`config.mk`:
```
export PLATFORM = sky130hd
export DESIGN_NAME = raster_timing
export DESIGN_NICKNAME = d
export VERILOG_FILES = /design/src/video_pkg.sv /design/src/raster_timing.sv
export VERILOG_INCLUDE_DIRS = /design/src
export SDC_FILE = /design/constraint.sdc
export NUM_CORES = 1
export LEC_CHECK = 0
export ABC_CLOCK_PERIOD_IN_PS = 5050
export BUFFER_PORTS_ARGS = -buffer_cell sky130_fd_sc_hd__buf_2
export CAP_MARGIN = 20
export CORE_ASPECT_RATIO = 1.25
export CORE_UTILIZATION = 56
export DETAILED_ROUTE_END_ITERATION = 7
export GPL_ROUTABILITY_DRIVEN = 0
export PLACE_DENSITY = 0.79
export SYNTH_ARGS = -nofsm -noshare
export SYNTH_HDL_FRONTEND = slang
export SYNTH_SLANG_ARGS = --single-unit
```
`constraint.sdc`:
```
create_clock -name clock -period 5.05 [get_ports clock]
set_clock_uncertainty 0.1 [all_clocks]
set_input_delay 1.01 -clock clock [delete_from_list [all_inputs] [get_ports clock]]
set_output_delay 1.01 -clock clock [all_outputs]
set_load 0.01 [all_outputs]
```
`src/video_macros.svh`:
```
`ifndef VIDEO_MACROS_SVH
`define VIDEO_MACROS_SVH

// Raster timing. The numbers are tiny so that a whole frame is short.
`define H_TOTAL 40
`define H_VISIBLE 32
`define H_SYNC_START 34
`define H_SYNC_WIDTH 3

`define V_TOTAL 12
`define V_TOTAL_ADDED 13 // One extra line when add_line is set.
`define V_VISIBLE 8
`define V_SYNC_START 9
`define V_SYNC_WIDTH 2

// Both syncs are active low.
`define H_SYNC_ACTIVE 1'b0
`define V_SYNC_ACTIVE 1'b0

// Line buffer geometry.
`define BUF_ADDR_WIDTH 8
`define BLANK_ADDR 255 // Read while the column is outside the visible part.

`endif

```
`src/video_pkg.sv`:
```
`default_nettype none
`include "video_macros.svh"

package video_pkg;

	typedef struct packed {
		logic [7:0] red;
		logic [7:0] green;
		logic [7:0] blue;
	} rgb_t;

	typedef struct packed {
		logic [11:0] column;
		logic [11:0] line;
	} raster_pos_t;

	typedef struct packed {
		logic line_doubler;
		logic add_line;
	} video_mode_t;

	// One buffer write, taken on a single-cycle strobe.
	typedef struct packed {
		logic [`BUF_ADDR_WIDTH-1:0] address;
		rgb_t colour;
	} pixel_write_t;

	typedef struct packed {
		rgb_t colour;
		logic hsync;
		logic vsync;
		logic draw_area;
	} video_pixel_t;

	typedef enum logic {
		TIMING_IDLE,
		TIMING_RUN
	} timing_state_e;

endpackage

`default_nettype wire

```
`src/raster_timing.sv`:
```
`timescale 1ns/1ps
`default_nettype none
`include "video_macros.svh"

module raster_timing (
	input wire logic clock,
	input wire logic reset,
	input wire logic start_strobe,
	input wire video_pkg::video_mode_t mode,
	output video_pkg::raster_pos_t position,
	output logic active
);

	localparam logic [11:0] COLUMN_LAST = 12'(`H_TOTAL - 1);
	localparam logic [11:0] LINE_LAST = 12'(`V_TOTAL - 1);
	localparam logic [11:0] LINE_LAST_ADDED = 12'(`V_TOTAL_ADDED - 1);

	video_pkg::timing_state_e state;
	video_pkg::video_mode_t mode_q;
	logic [11:0] column;
	logic [11:0] line;
	logic [11:0] line_last;
	logic mode_changed;

	assign mode_changed = (mode != mode_q);
	assign line_last = mode_q.add_line ? LINE_LAST_ADDED : LINE_LAST;

	always_ff @(posedge clock) begin
		if (!reset) begin
			state <= video_pkg::TIMING_IDLE;
			mode_q <= '0;
			column <= '0;
			line <= '0;
		end else begin
			mode_q <= mode;
			if (mode_changed) begin
				// Any change of mode drops the raster until the next start.
				state <= video_pkg::TIMING_IDLE;
				column <= '0;
				line <= '0;
			end else begin
				case (state)
					video_pkg::TIMING_IDLE: begin
						if (start_strobe) begin
							state <= video_pkg::TIMING_RUN; // Counters are already at zero.
						end
					end
					video_pkg::TIMING_RUN: begin
						if (column == COLUMN_LAST) begin
							column <= '0;
							if (line == line_last) begin
								line <= '0;
							end else begin
								line <= line + 12'd1;
							end
						end else begin
							column <= column + 12'd1;
						end
					end
					default: begin
						state <= video_pkg::TIMING_IDLE;
					end
				endcase
			end
		end
	end

	always_comb begin
		position.column = column;
		position.line = line;
	end

	assign active = (state == video_pkg::TIMING_RUN); // Start strobes are ignored here.

	column_in_range: assert property (
		@(posedge clock) disable iff (!reset)
		column < 12'(`H_TOTAL)
	);

	// Holds across a change of add_line too, since that change clears the line.
	line_in_range: assert property (
		@(posedge clock) disable iff (!reset)
		line <= line_last
	);

endmodule

`default_nettype wire

```
==> impl_metrics.csv <==
group,metric,value,unit
worst_hold_path,worstHoldPathType,"reg2reg",
power_and_ir_drop,swShare,22.75,%
clock_network,path_clk_slew,140,ps
power_and_ir_drop,powerDensity,224.4,nW/µm²
logic_synthesis,synth_edf_count,0,
clock_network,tritoncts,"done",
logic_synthesis,synthCells,145,
power_and_ir_drop,fin_total_pwr,0.3234,mW
logic_synthesis,netlist_top_cells_area,"dfxtp_1 (43%), a22oi_1 (5.4%), xor2_1 (4.9%)",
clock_network,cts_hold_buffers,0,
global_route,grt_max_degree,21,
floorplan,die_y,54.88,µm
logic_synthesis,ys_warn_count,0,
final_layout,design_area,1441,µm²
clock_network,clock_latency,330,ps
floorplan,core_area,2049,µm²
worst_setup_path,worstPathRequired,5210,ps
sta,rsz0062_at_grt,"false",
final_layout,fin_util,70.33,%
clock_network,cts_inserted_buffers,3,
worst_setup_path,worst-setup-path-type,"reg2reg",
sta,fmax,403.6,MHz
drt,drt_wl_total,2.691,mm
sta,hold_viol,0,
power_and_ir_drop,vdd_drop_max,0.0001915,V
floorplan,dieArea,2431,µm²
logic_synthesis,ys_types,29,
clock_network,cts.repair.resized,0,
power_and_ir_drop,clockPowerShare,29.3,%
logic_synthesis,yosys-top-cells-count,"dfxtp_1 (27), nor2_1 (15), nand2_1 (10), o21ai_0 (10)",
drt,wl_per_cell,13.26,µm
drt,avgViaCountPerCell,5.897,
worst_setup_path,critical_path_peak_fanout,9,
floorplan,die_w,44.30,µm
power_and_ir_drop,p_int,0.2498,mW
placed_design,place_area,1415,µm²
logic_synthesis,synth.avg_cell_area,8.638,µm²
global_route,grt_pass1_wl,4.347,mm
logic_synthesis,synth_fp_nets,152,
power_and_ir_drop,power.leakage,0.5426,nW
drt,vias,1197,
final_layout,final_nets,181,
sta,period_minus_slack,2478,ps
outcome,outcome,"finished clean",
sta,setup_violations,0,
floorplan,rows,18,
worst_setup_path,r2r_cells,4,
power_and_ir_drop,p_comb_share,4.0,%
floorplan,ios,30,
floorplan,initial_core_util,61.11,%
power_and_ir_drop,power_switching,0.07358,mW
final_layout,drive_above_1_share,19.08,%
worst_setup_path,crit_path_end_kind,"flip-flop",
drt,drc,0,
drt,antenna_left,0,
logic_synthesis,yosys_register_bits,27,
worst_hold_path,hold_depth,2,
worst_setup_path,start_kind,"flip-flop",
clock_network,cts-root-buf,"clkbuf_4",
power_and_ir_drop,p_seq_share,66.8,%
drt,drt_iter0_drc,16,
sta,slew_headroom,49.82,%
logic_synthesis,synth.most_common_cell,"dfxtp_1",
global_route,gr-total-overflow,0,
sta,drv_slew,0,
worst_setup_path,crit_arrival,2630,ps
logic_synthesis,synth-main-ff-cell,"dfxtp_1",
sta,period_share,49.07,%
logic_synthesis,netlist_area,1252,µm²
logic_synthesis,synth_top_area_cell,"dfxtp_1",
global_route,grt_pass1_vias,1017,
placed_design,dp_hpwl,1.963,mm
logic_synthesis,synth-seq-area-share,43.16,%
final_layout,syn2layout_area_growth,15.08,%
global_route,antenna_found_initial,0,
clock_network,cts_buffer_depth,2,
sta,worst_slew_pin_slew,747.7,ps
drt,drt_pre_antenna_iters,4,
logic_synthesis,synth_top_area_share,43.16,%
final_layout,diodes,0,
clock_network,htree_levels,1,
global_route,grt_usage,24.60,%
clock_network,cts_setup_buffers,0,
logic_synthesis,synthArstFlopShare,0,%
clock_network,cts.sinks,27,
sta,setup-tns-final,0,ps
run,timing.max_cap.violations,0,
placed_design,numPortBuffers,29,
[registers in the layout, summed over array words and instances, names as in the netlist]
signal / cells
line: 12
mode_q: 2
column: 12
active: 1
[worst max-delay path, stage by stage, from the launching register on]
cell and delay (ps):
dfxtp_1 380, or4_4 590, or4_1 700, or4_1 460, a22oi_1 170
[stage by stage]
| step | instances | worst slack [ps] | hold WS [ps] |
|---|---|---|---|
| after floorplan | 145 | 2758 | 411.3 |
| after global placement | 199 | 2657 | 386.0 |
| final | 203 | 2572 | 423.8 |
| after detailed placement | 199 | 2569 | 395.4 |
| after CTS | 203 | 2571 | 423.6 |
| after global routing | 203 | 2483 | 440.0 |
[cell type report]
class                      instances  area, µm²
inverter                           2      7.507
tap                               30      37.54
sequential                        27      540.5
timing repair buffer              29      145.1
fill                             183      608.1
clock buffer                       4      26.28
multi-input combinational        111      684.4
[placed cells by master (no fill, tap or decap), drive strengths merged, types with 5 or more instances in the layout]
master / instances
a22oi: 9
dfxtp: 27
nand2: 10
nor2: 15
o21ai: 11
a21oi: 5
or3: 8
xnor2: 6
nand3: 9
or4: 5
buf: 29
nand4: 6
xor2: 7
[final timing paths]
| check | from | to | slack, ps |
|---|---|---|---|
| worst min register to register | column[11] | column[11] | 420 |
| worst max-delay path | column[9] | line[11] | 2570 |
| worst min-delay path | column[11] | column[11] | 420 |
| worst max register to register | column[9] | line[11] | 2570 |
[layer usage]
metal	wire [µm]	track usage [%]
met5	0	0
met2	1421	46.32
met4	37	10.61
met1	1152	27.53
met3	79	2.970
[power by group through the flow]
| stage | logic (mW) | clock network, mW | registers (mW) |
|---|---|---|---|
| 6_report | 0.0129 | 0.0946 | 0.216 |
| 5_1_grt | 0.0146 | 0.104 | 0.216 |
| 4_1_cts | 0.0129 | 0.0952 | 0.216 |
| 3_5_place_dp | 0.0129 | 0 | 0.221 |
| 3_3_place_gp | 0.0124 | 0 | 0.220 |
| 2_1_floorplan | 0.00911 | 0 | 0.220 |
[cells by family after synthesis]
logic type / after synthesis / synth area share [%]
XOR/XNOR: 13 / 9.091
multiplexers: 1 / 0.7992
buffers and inverters: 7 / 2.197
flip-flops: 27 / 43.16
adder cells (fa/ha/maj): 2 / 1.998
AO/OA/AOI/OAI: 28 / 13.49
AND/OR/NAND/NOR: 67 / 29.27
No activity file was read; power rests on OpenSTA's default activity.
