$ cat config.mk
export PLATFORM = sky130hd
export DESIGN_NAME = pixel_fetch
export DESIGN_NICKNAME = d
export VERILOG_FILES = /design/src/video_pkg.sv /design/src/pixel_fetch.sv
export VERILOG_INCLUDE_DIRS = /design/src
export SDC_FILE = /design/constraint.sdc
export NUM_CORES = 1
export LEC_CHECK = 0
export BUFFER_PORTS_ARGS = -buffer_cell sky130_fd_sc_hd__buf_2
export CAP_MARGIN = 5
export CORE_MARGIN = 4
export CORE_UTILIZATION = 43
export CTS_BUF_LIST = sky130_fd_sc_hd__clkbuf_8
export DETAILED_ROUTE_END_ITERATION = 6
export PLACE_DENSITY_LB_ADDON = 0.05
export SYNTH_ARGS = -nofsm -noshare
export SYNTH_HDL_FRONTEND = slang
export SYNTH_SLANG_ARGS = --single-unit
export TNS_END_PERCENT = 20
$ cat constraint.sdc
create_clock -name clock -period 1.8 [get_ports clock]
set_clock_uncertainty 0.15 [all_clocks]
set_input_delay 0.36 -clock clock [delete_from_list [all_inputs] [get_ports clock]]
set_output_delay 0.36 -clock clock [all_outputs]
set_load 0.05 [all_outputs]
$ cat src/video_macros.svh
`ifndef VIDEO_MACROS_SVH
`define VIDEO_MACROS_SVH

// Raster timing. The numbers are tiny so that a whole frame is short.
`define H_TOTAL 40
`define H_VISIBLE 32
`define H_SYNC_START 34
`define H_SYNC_WIDTH 3

`define V_TOTAL 12
`define V_TOTAL_ADDED 13 // One extra line when add_line is set.
`define V_VISIBLE 8
`define V_SYNC_START 9
`define V_SYNC_WIDTH 2

// Both syncs are active low.
`define H_SYNC_ACTIVE 1'b0
`define V_SYNC_ACTIVE 1'b0

// Line buffer geometry.
`define BUF_ADDR_WIDTH 8
`define BLANK_ADDR 255 // Read while the column is outside the visible part.

`endif

$ cat src/video_pkg.sv
`default_nettype none
`include "video_macros.svh"

package video_pkg;

	typedef struct packed {
		logic [7:0] red;
		logic [7:0] green;
		logic [7:0] blue;
	} rgb_t;

	typedef struct packed {
		logic [11:0] column;
		logic [11:0] line;
	} raster_pos_t;

	typedef struct packed {
		logic line_doubler;
		logic add_line;
	} video_mode_t;

	// One buffer write, taken on a single-cycle strobe.
	typedef struct packed {
		logic [`BUF_ADDR_WIDTH-1:0] address;
		rgb_t colour;
	} pixel_write_t;

	typedef struct packed {
		rgb_t colour;
		logic hsync;
		logic vsync;
		logic draw_area;
	} video_pixel_t;

	typedef enum logic {
		TIMING_IDLE,
		TIMING_RUN
	} timing_state_e;

endpackage

`default_nettype wire

$ cat src/pixel_fetch.sv
`timescale 1ns/1ps
`default_nettype none
`include "video_macros.svh"

module pixel_fetch (
	input wire logic clock,
	input wire logic reset,
	input wire video_pkg::raster_pos_t position,
	input wire logic active,
	input wire logic line_doubler,
	input wire video_pkg::rgb_t read_data,
	output logic [`BUF_ADDR_WIDTH-1:0] read_address,
	output video_pkg::video_pixel_t pixel
);

	localparam logic [11:0] H_SYNC_END = 12'(`H_SYNC_START + `H_SYNC_WIDTH);
	localparam logic [11:0] V_SYNC_END = 12'(`V_SYNC_START + `V_SYNC_WIDTH);

	video_pkg::raster_pos_t position_q;
	logic active_q;
	logic in_hsync;
	logic in_vsync;
	logic in_draw;

	// Address mapping for the position presented in this cycle.
	always_comb begin
		if (position.column >= 12'(`H_VISIBLE)) begin
			read_address = `BUF_ADDR_WIDTH'(`BLANK_ADDR);
		end else if (line_doubler) begin
			// Two line bits pick one of four stored lines.
			read_address = {position.line[2:1], position.column[`BUF_ADDR_WIDTH-3:0]};
		end else begin
			read_address = position.column[`BUF_ADDR_WIDTH-1:0];
		end
	end

	// First stage runs alongside the buffer read.
	always_ff @(posedge clock) begin
		if (!reset) begin
			active_q <= 1'b0;
		end else begin
			active_q <= active;
		end
	end

	always_ff @(posedge clock) begin
		position_q <= position;
	end

	assign in_hsync = (position_q.column >= 12'(`H_SYNC_START)) && (position_q.column < H_SYNC_END);
	assign in_vsync = (position_q.line >= 12'(`V_SYNC_START)) && (position_q.line < V_SYNC_END);
	assign in_draw = (position_q.column < 12'(`H_VISIBLE)) && (position_q.line < 12'(`V_VISIBLE));

	// Output register. Everything leaves two cycles after the position.
	always_ff @(posedge clock) begin
		if (!reset || !active_q) begin
			pixel.colour <= '0;
			pixel.hsync <= ~`H_SYNC_ACTIVE;
			pixel.vsync <= ~`V_SYNC_ACTIVE;
			pixel.draw_area <= 1'b0;
		end else begin
			pixel.colour <= in_draw ? read_data : '0; // Black outside the picture.
			pixel.hsync <= in_hsync ? `H_SYNC_ACTIVE : ~`H_SYNC_ACTIVE;
			pixel.vsync <= in_vsync ? `V_SYNC_ACTIVE : ~`V_SYNC_ACTIVE;
			pixel.draw_area <= in_draw;
		end
	end

	// draw_area may only rise on a pixel whose position came from a running raster.
	draw_needs_active: assert property (
		@(posedge clock) disable iff (!reset)
		$rose(pixel.draw_area) |-> $past(active_q)
	);

endmodule

`default_nettype wire

==> results.toml <==
[yosys]
syn_inst = 108
synth_fp_nets = 160
ys_types = 21
synth-warning-count = 0
ys_ff_latch = 52
synth_area_um2 = 1410
avgSynthCellArea_um2 = 13.0
ys_seq_area_frac = 0.740

[setup_path]
path_buf_inv = 2
timing.rr.start = "position_q[23]"
arrival_ns = 1.30
crit_path_start_kind = "input pin"
critical_path_class = "in2out"
endpoint_kind = "output pin"
startpoint = "position[17]"
crit_required_ns = 1.29
path_depth = 5
crit_path_cell_trace = "buf_6, nor4_4, nand2_4, or2_4, buf_8"
slowest_delay_ns = 0.34
rrSetupSlack_ns = 0.13
rr_endpoint = "pixel[22]"
critPathMaxFanout = 7
reg2reg_depth = 3
path_delay_family = "simple AND/OR/NAND/NOR gates"
cp_slowest_cell = "nor4_4"

[finish]
fillers = 256
drive_gt1_frac = 0.541
register_area_um2 = 1040
syn2layout_area_growth_pct = 55.6
antenna_cells = 0
final_nets = 258
finalInstanceArea_um2 = 2190
multiInputGateArea_um2 = 419

[timing]
period_share = 1.01
fin_crit_ns = 1.81
layout_setup_ws_ns = -0.0132
finalSetupViolCount = 5
drv_slew = 0
max_freq_mhz = 552
hold_viol_final = 0
holdWs_ns = 0.0207
rsz0062_at_grt = "true"
worst_pin_slew_ns = 0.703
slew_headroom = 0.531

[place]
dpl.hpwl_um = 2220
place_ws_ns = -0.126
finalWeightedCongestion = 0.720
place.port_buffers = 86
placed_area_um2 = 1910

[grt]
grt_max_degree = 26
grtUsageTotal = 0.144
grt_pass1_wl_um = 4690
grt_overflow = 0
grt_pass1_vias = 1133
antenna_found_initial = 0

[hold_path]
worstHoldEndpoint = "position_q[3]"
holdCritStartpoint = "position[3]"
hold_class = "in2reg"
whs_path_depth = 1

[drt]
dr_total_vias = 1128
drc_errors = 0
drtIter0Drc = 42
postRouteAntennaNets = 0
wl_per_cell_um = 12.6
vias_per_cell = 4.49
dr.pass1.iters = 5
wirelength_um = 3160

[job]
maxCapViolations = 0

[cts]
cts_made_buffers = 5
cts_tree = "done"
clk-insertion-delay-late_ns = 0.29
path_clk_slew_ns = 0.08
htree_num_levels = 2
clk_path_buf_depth = 2
cts.sinks = 52
cts_root_buffer = "clkbuf_8"

[power]
power_leakage_nw = 1.14
vdd_drop_max_mv = 0.684
cellPowerDensity_nw_per_um2 = 947
p_total_mw = 2.07

[floorplan]
ios = 87
die_y_um = 65.2
initial_core_util = 0.454
die_area_um2 = 4250
core_um2 = 3100
num_rows = 20
die_x_um = 65.2

[outcome]
violations = "negative setup slack"
outcome = "finished with violations"
==> per-layer routing <==
| metal | part of all wire | vias to the layer above | global-route usage |
|---|---|---|---|
| li1 | - | 569 | - |
| met1 | 0.39 | 507 | 0.149 |
| met2 | 0.51 | 50 | 0.265 |
| met4 | 0.0067 | 0 | 0.0544 |
| met5 | 0 | - | 0 |
| met3 | 0.088 | 2 | 0.0479 |
==> sequential cells by signal (all words and copies together), names as in the netlist <==
signal and count:
pixel 27, position_q 24, active_q 1
==> cells in the mapped netlist, drive strengths merged <==
| cell | instances | share of area |
|---|---|---|
| or2 | 5 | 0.022 |
| nor4bb | 1 | 0.0071 |
| nand2 | 1 | 0.0027 |
| nor2 | 3 | 0.0080 |
| buf | 2 | 0.016 |
| nand4b | 1 | 0.0062 |
| dfxtp | 52 | 0.74 |
| and2b | 1 | 0.0053 |
| and3 | 24 | 0.11 |
| xnor2 | 1 | 0.0062 |
| nor4 | 3 | 0.013 |
| nand2b | 1 | 0.0044 |
| nand4 | 1 | 0.0044 |
| and2 | 2 | 0.0089 |
| or4 | 1 | 0.0053 |
| nor3 | 1 | 0.0036 |
| a21o | 1 | 0.0053 |
| clkbuf | 2 | 0.0053 |
| and4b | 1 | 0.0080 |
| nand3 | 2 | 0.0071 |
| mux2i | 2 | 0.014 |
==> worst register-to-register path, delay by kind of cell (launching register included) <==
kind             cells  cell delay [ns]
AND/OR/NAND/NOR      3             1.15
flip-flops           1             0.31
==> power by group <==
group	total [mW]	leakage (nW)	switching [mW]	internal [mW]
combinational	0.104	0.658	0.0390	0.0646
sequential	1.19	0.428	0.0125	1.18
clock	0.778	0.0548	0.360	0.419
==> how the worst max path moves through the flow <==
stage                      end  slack [ns]
5_1_grt        read_address[1]       -0.07
3_3_place_gp   read_address[0]       -0.09
6_report       read_address[0]       -0.01
3_5_place_dp   read_address[0]       -0.13
4_1_cts        read_address[0]       -0.01
2_1_floorplan  read_address[0]       0.007
==> stage by stage <==
| stage | utilization | TNS [ns] | cells |
|---|---|---|---|
| after floorplan | - | 0 | 108 |
| after global routing | 0.706 | -0.339 | 251 |
| final | 0.706 | -0.0571 | 251 |
| after global placement | 0.615 | -0.410 | 235 |
| after CTS | 0.672 | -0.0512 | 244 |
| after detailed placement | 0.615 | -0.617 | 235 |
==> logic make-up (layout without fill, tap and decap cells) <==
logic type                Yosys count  in the layout  share of synthesized area
buffers and inverters               4            102                     0.0213
muxes                               2              2                     0.0142
and+or+nand+nor                    48             49                      0.213
AOI/OAI and AO/OA                   1              1                    0.00534
xor gates and xnor gates            1              1                    0.00622
DFF                                52             52                      0.740
==> cell usage in the layout (no fill, tap or decap), types with 2 or more instances in the layout <==
cell / netlist / layout
buf_2: 0 / 78
dfxtp_1: 52 / 52
and3_1: 24 / 24
buf_6: 2 / 7
dlygate4sd3_1: 0 / 6
or2_4: 0 / 5
clkbuf_8: 0 / 5
mux2i_1: 2 / 2
nand3_1: 2 / 2
nor4_2: 0 / 2
and4b_4: 0 / 2
and2_1: 2 / 2
nor2_1: 3 / 2
buf_4: 0 / 2
==> area by class of cell <==
| class | count | area share |
|---|---|---|
| timing repair buffer | 94 | 0.255 |
| multi-input combinational | 53 | 0.191 |
| clock buffer | 5 | 0.0314 |
| sequential | 52 | 0.475 |
| clock inverter | 3 | 0.0211 |
| tap | 44 | 0.0251 |
==> timing repair <==
item | CTS | global route
hold buffers | 0 | 6
resized for setup | 16 | 8
pin swaps | 3 | 2
buffers inserted | 1 | 0
endpoints found under the setup margin | 6 | 31
cloned | 0 | 1
hold endpoints to repair | 0 | 6
(Power assumes the default switching activity.)
